==> src/hdl/cpu_pkg.sv <==
package cpu_pkg;

    // access size code as seen on the cpu port
    typedef enum logic [1:0] {
        SIZE_BYTE = 2'd0,
        SIZE_HALF = 2'd1,
        SIZE_WORD = 2'd2,
        // completes at once and touches nothing
        SIZE_NONE = 2'd3
    } access_size_e;

    // one load or store from the core
    typedef struct packed {
        logic         write;
        access_size_e size;
        // only the load extender looks at this
        logic         is_unsigned;
        logic [31:0]  addr;
        // byte and half values sit in the low bits
        logic [31:0]  wdata;
    } cpu_req_t;

    // load result after sign or zero extension
    typedef struct packed {
        logic [31:0] rdata;
    } cpu_rsp_t;

endpackage

==> src/hdl/load_extend.sv <==
`timescale 1ns/1ns

module load_extend (
    input  logic                  [31:0] raw_data,
    input  cpu_pkg::access_size_e        size,
    input  logic                         is_unsigned,
    output cpu_pkg::cpu_rsp_t            rsp
);

    logic byte_sign;
    logic half_sign;

    // sign source bits, forced low for unsigned loads
    assign byte_sign = raw_data[7] && !is_unsigned;
    assign half_sign = raw_data[15] && !is_unsigned;

    always_comb begin
        case (size)
            cpu_pkg::SIZE_BYTE: begin
                rsp.rdata = {{24{byte_sign}}, raw_data[7:0]};
            end
            cpu_pkg::SIZE_HALF: begin
                rsp.rdata = {{16{half_sign}}, raw_data[15:0]};
            end
            // word and no-access pass through
            default: begin
                rsp.rdata = raw_data;
            end
        endcase
    end

endmodule

==> config.mk <==
export PLATFORM = sky130hd
export DESIGN_NAME = load_extend
export DESIGN_NICKNAME = d
export VERILOG_FILES = /design/src/hdl/cpu_pkg.sv /design/src/hdl/load_extend.sv
export SDC_FILE = /design/constraint.sdc
export NUM_CORES = 1
export LEC_CHECK = 0
export BUFFER_PORTS_ARGS = -buffer_cell sky130_fd_sc_hd__clkbuf_2
export CORE_MARGIN = 4
export CORE_UTILIZATION = 27
export DETAILED_ROUTE_END_ITERATION = 8
export PLACE_DENSITY = 0.95
export SYNTH_ARGS = -nofsm -noshare
export SYNTH_HDL_FRONTEND = slang
export SYNTH_SLANG_ARGS = --single-unit
==> constraint.sdc <==
create_clock -name vclk -period 1.38
set_input_delay 0.207 -clock vclk [all_inputs]
set_output_delay 0.207 -clock vclk [all_outputs]
set_load 0.03 [all_outputs]
# == Word-level counts from Yosys, hierarchy flattened ==
# Index checks and enable logic that the tools add are counted.
# word_totals
ff_bits,0
input_bits,35
output_inout_bits,32
word_cells,6
# classes
n_eq_ne,1
muxes,1
reduce_logical,4
# ops
operator,n
$pmux W32 S2,1
$eq A2 B1 Y1 const B,1
$logic_and A1 B1 Y1,2
$logic_not A2 Y1,1
$logic_not A1 Y1,1

# == Logic depth before layout (Yosys ltp) ==
# logic_depth
word_depth,3
ltp_mapped,5
ltp_nobuf,2

# == Worst setup path after synthesis ==
# OpenSTA, ideal clock, no wires.
# synth_timing
path_type,input port to output port
start,input port size[1]
end,output port rsp[20] in the netlist's numbering
arrival_time_ns,1.511
required_ns,1.173
path_slack_ns,-0.338
cell_stages,5
path_buffers,3
path_cell_list,buf_6 -> or2_1 -> buf_2 -> clkbuf_2 -> o21ai_0
# synth_rtl
item,line_no,text
from (decl),load_extend.sv:5,"input cpu_pkg::access_size_e size,"
to (decl),load_extend.sv:7,output cpu_pkg::cpu_rsp_t rsp

==> results_dict.tcl <==
set metrics [dict create \
    outcome "completed" \
    power.density_mw_per_mm2 512.3 \
    setup_tns_ps 0 \
    drive_gt1_share_pct 67.26 \
    rsz0062_at_grt "yes" \
    nets 150 \
    clkPwrFrac_pct 0 \
    syn_to_final_growth_pct 109.9 \
    syn_nets 102 \
    postCtsHoldBufs 0 \
    seq_cell_count 0 \
    rows 12 \
    drc_errors 0 \
    maxSlewViolCount 0 \
    grt_first_pass_wirelength_um 2359 \
    final_common_cell "clkbuf_2" \
    path_max_fanout 8 \
    grt_max_degree 17 \
    regArea_um2 0 \
    grt_pass1_vias 573 \
    ys_warn_count 0 \
    grt_overflow 0 \
    mostFrequentLayoutCells "clkbuf_2 (37), nand2_1 (16), buf_4 (14)" \
    drt-vias-per-instance 4.740 \
    grt_use_total_pct 14.46 \
    pin_count 67 \
    dr.pass1.iters 4 \
    dp_hpwl_um 1171 \
    num_vias 602 \
    synthCells 67 \
    synth_top_area_share_pct 33.80 \
    synth-xor-area-share_pct 0 \
    cp_slowest_cell "or4b_4" \
    io_buffers 53 \
    seq_power_share_pct 0 \
    finalHoldViolCount 0 \
    routed_wl_um 1476 \
    fin_crit_sh_pct 99.40 \
    critical_path_class "primary input to output port" \
    multi_input_area_um2 286.5 \
    place.gp.congestion 0.7592 \
    drt-initial-drc-count 12 \
    critPathLaunchType "primary input" \
    synth.area.top_cells "o21ai_0 (34%), nand2_1 (25%), buf_4 (19%)" \
    fmax_mhz 729.0 \
    diodes 0 \
    period_minus_slack_ps 1372 \
    critical_path_arrival_ps 1160 \
    design.core.area_mm2 0.001171 \
    ys_types 10 \
    synth_fa_ha_area_share_pct 0 \
    power_uw 382.0 \
    final_antenna_net_count 0 \
    ir_worst_vdd_uv 270.8 \
    crit_required_ps 1170 \
    synth_top_family_by_area "compound AO/OA/AOI/OAI gates" \
    leakage_nw 0.4202 \
    critPathCaptureType "output port" \
    yosysTopAreaCell "o21ai_0" \
    maxSlewHeadroom_pct 83.01 \
    maxCapViolCount 0 \
    syn_area_um2 355.3 \
    p_comb_share_pct 100.0 \
    muxShareOfSynthArea_pct 3.873 \
    worstMarginPinSlew_ps 252.1 \
    fillers 99 \
    die_area_mm2 0.001960 \
    synth_compound_area_share_pct 33.80 \
    start_util_pct 30.34 \
    power.switching_uw 221.6 \
    seq_area_frac_synth_pct 0 \
    antenna_found_initial 0 \
    path_cells "buf_6 > or4b_4 > nand2_2 > buf_8" \
    routedWlPerCell_um 11.62 \
    synth-simple-area-share_pct 30.99 \
    die_w_um 44.28 \
    worstHoldPathType "primary input to output port" \
    switching_share_pct 58.00 \
    syn_avg_cell_area_um2 5.304 \
    setup_violations 0 \
    clockBufferCount 0 \
    die_h_um 44.28 \
    intPower_uw 160.5 \
    cpPeakStageDelay_ps 620 \
]
==> critical path: cells and delay by family <==
family | cells | cell delay (ps)
buffers and inverters | 2 | 210
AND/OR/NAND/NOR | 2 | 740
==> power groups by stage <==
stage / sequential [mW] / combinational (mW) / clock, mW
6_report: 0 / 0.382 / 0
5_1_grt: 0 / 0.408 / 0
4_1_cts: 0 / 0.360 / 0
3_5_place_dp: 0 / 0.326 / 0
3_3_place_gp: 0 / 0.320 / 0
2_1_floorplan: 0 / 0.254 / 0
==> cells by family (layout without fill, tap and decap cells) <==
kind of cell,Yosys count,after routing
multiplexers,1,1
AO/OA/AOI/OAI,24,24
buffers and inverters,16,62
AND/OR/NAND/NOR,26,26
==> stage by stage <==
stage / hold WS [ps] / util (%) / cells / instance area (um^2) / setup slack, ps
2_1_floorplan: 545.7 / - / 67 / 399.1 / -186.8
3_3_place_gp: 414.4 / 53.74 / 126 / 629.4 / -37.56
3_5_place_dp: 414.4 / 53.74 / 126 / 629.4 / -64.41
4_1_cts: 414.4 / 61.11 / 127 / 715.7 / -11.50
5_1_grt: 414.1 / 63.68 / 127 / 745.7 / -8.548
6_report: 414.0 / 63.68 / 127 / 745.7 / 8.323
==> worst paths after layout <==
path | startpoint | slack (ps) | endpoint | depth (start not counted)
worst max-delay path | is_unsigned | 8 | rsp[13] | 4
worst min-delay path | raw_data[2] | 410 | rsp[2] | 0
==> cell type report <==
class / count / share of cell area [%]
Tap cell: 14 / 2.349
Timing Repair Buffer: 62 / 59.23
Multi-Input combinational cell: 51 / 38.42
==> what timing repair did <==
action                     CTS  global route
gates resized for setup     17            25
setup endpoints to repair    8            18
pin swaps                    2             2
buffers inserted             1             0
hold endpoints to repair     0             0
==> synthesized netlist by cell type <==
master	instances
or4b_4	1
clkbuf_2	1
buf_2	1
o21ai_0	24
buf_6	2
or2_1	1
mux2i_2	1
nand2_1	24
buf_4	9
clkbuf_1	3
==> per-layer routing <==
metal  track usage, %  vias to the layer above  routed length (um)
li1                 -                      305                   -
met3           0.4065                        8                 150
met5                0                        -                   0
met1            18.38                      255                 554
met4            4.217                        0                  28
met2            26.16                       34                 743
Power figures use the tool's default switching activity.
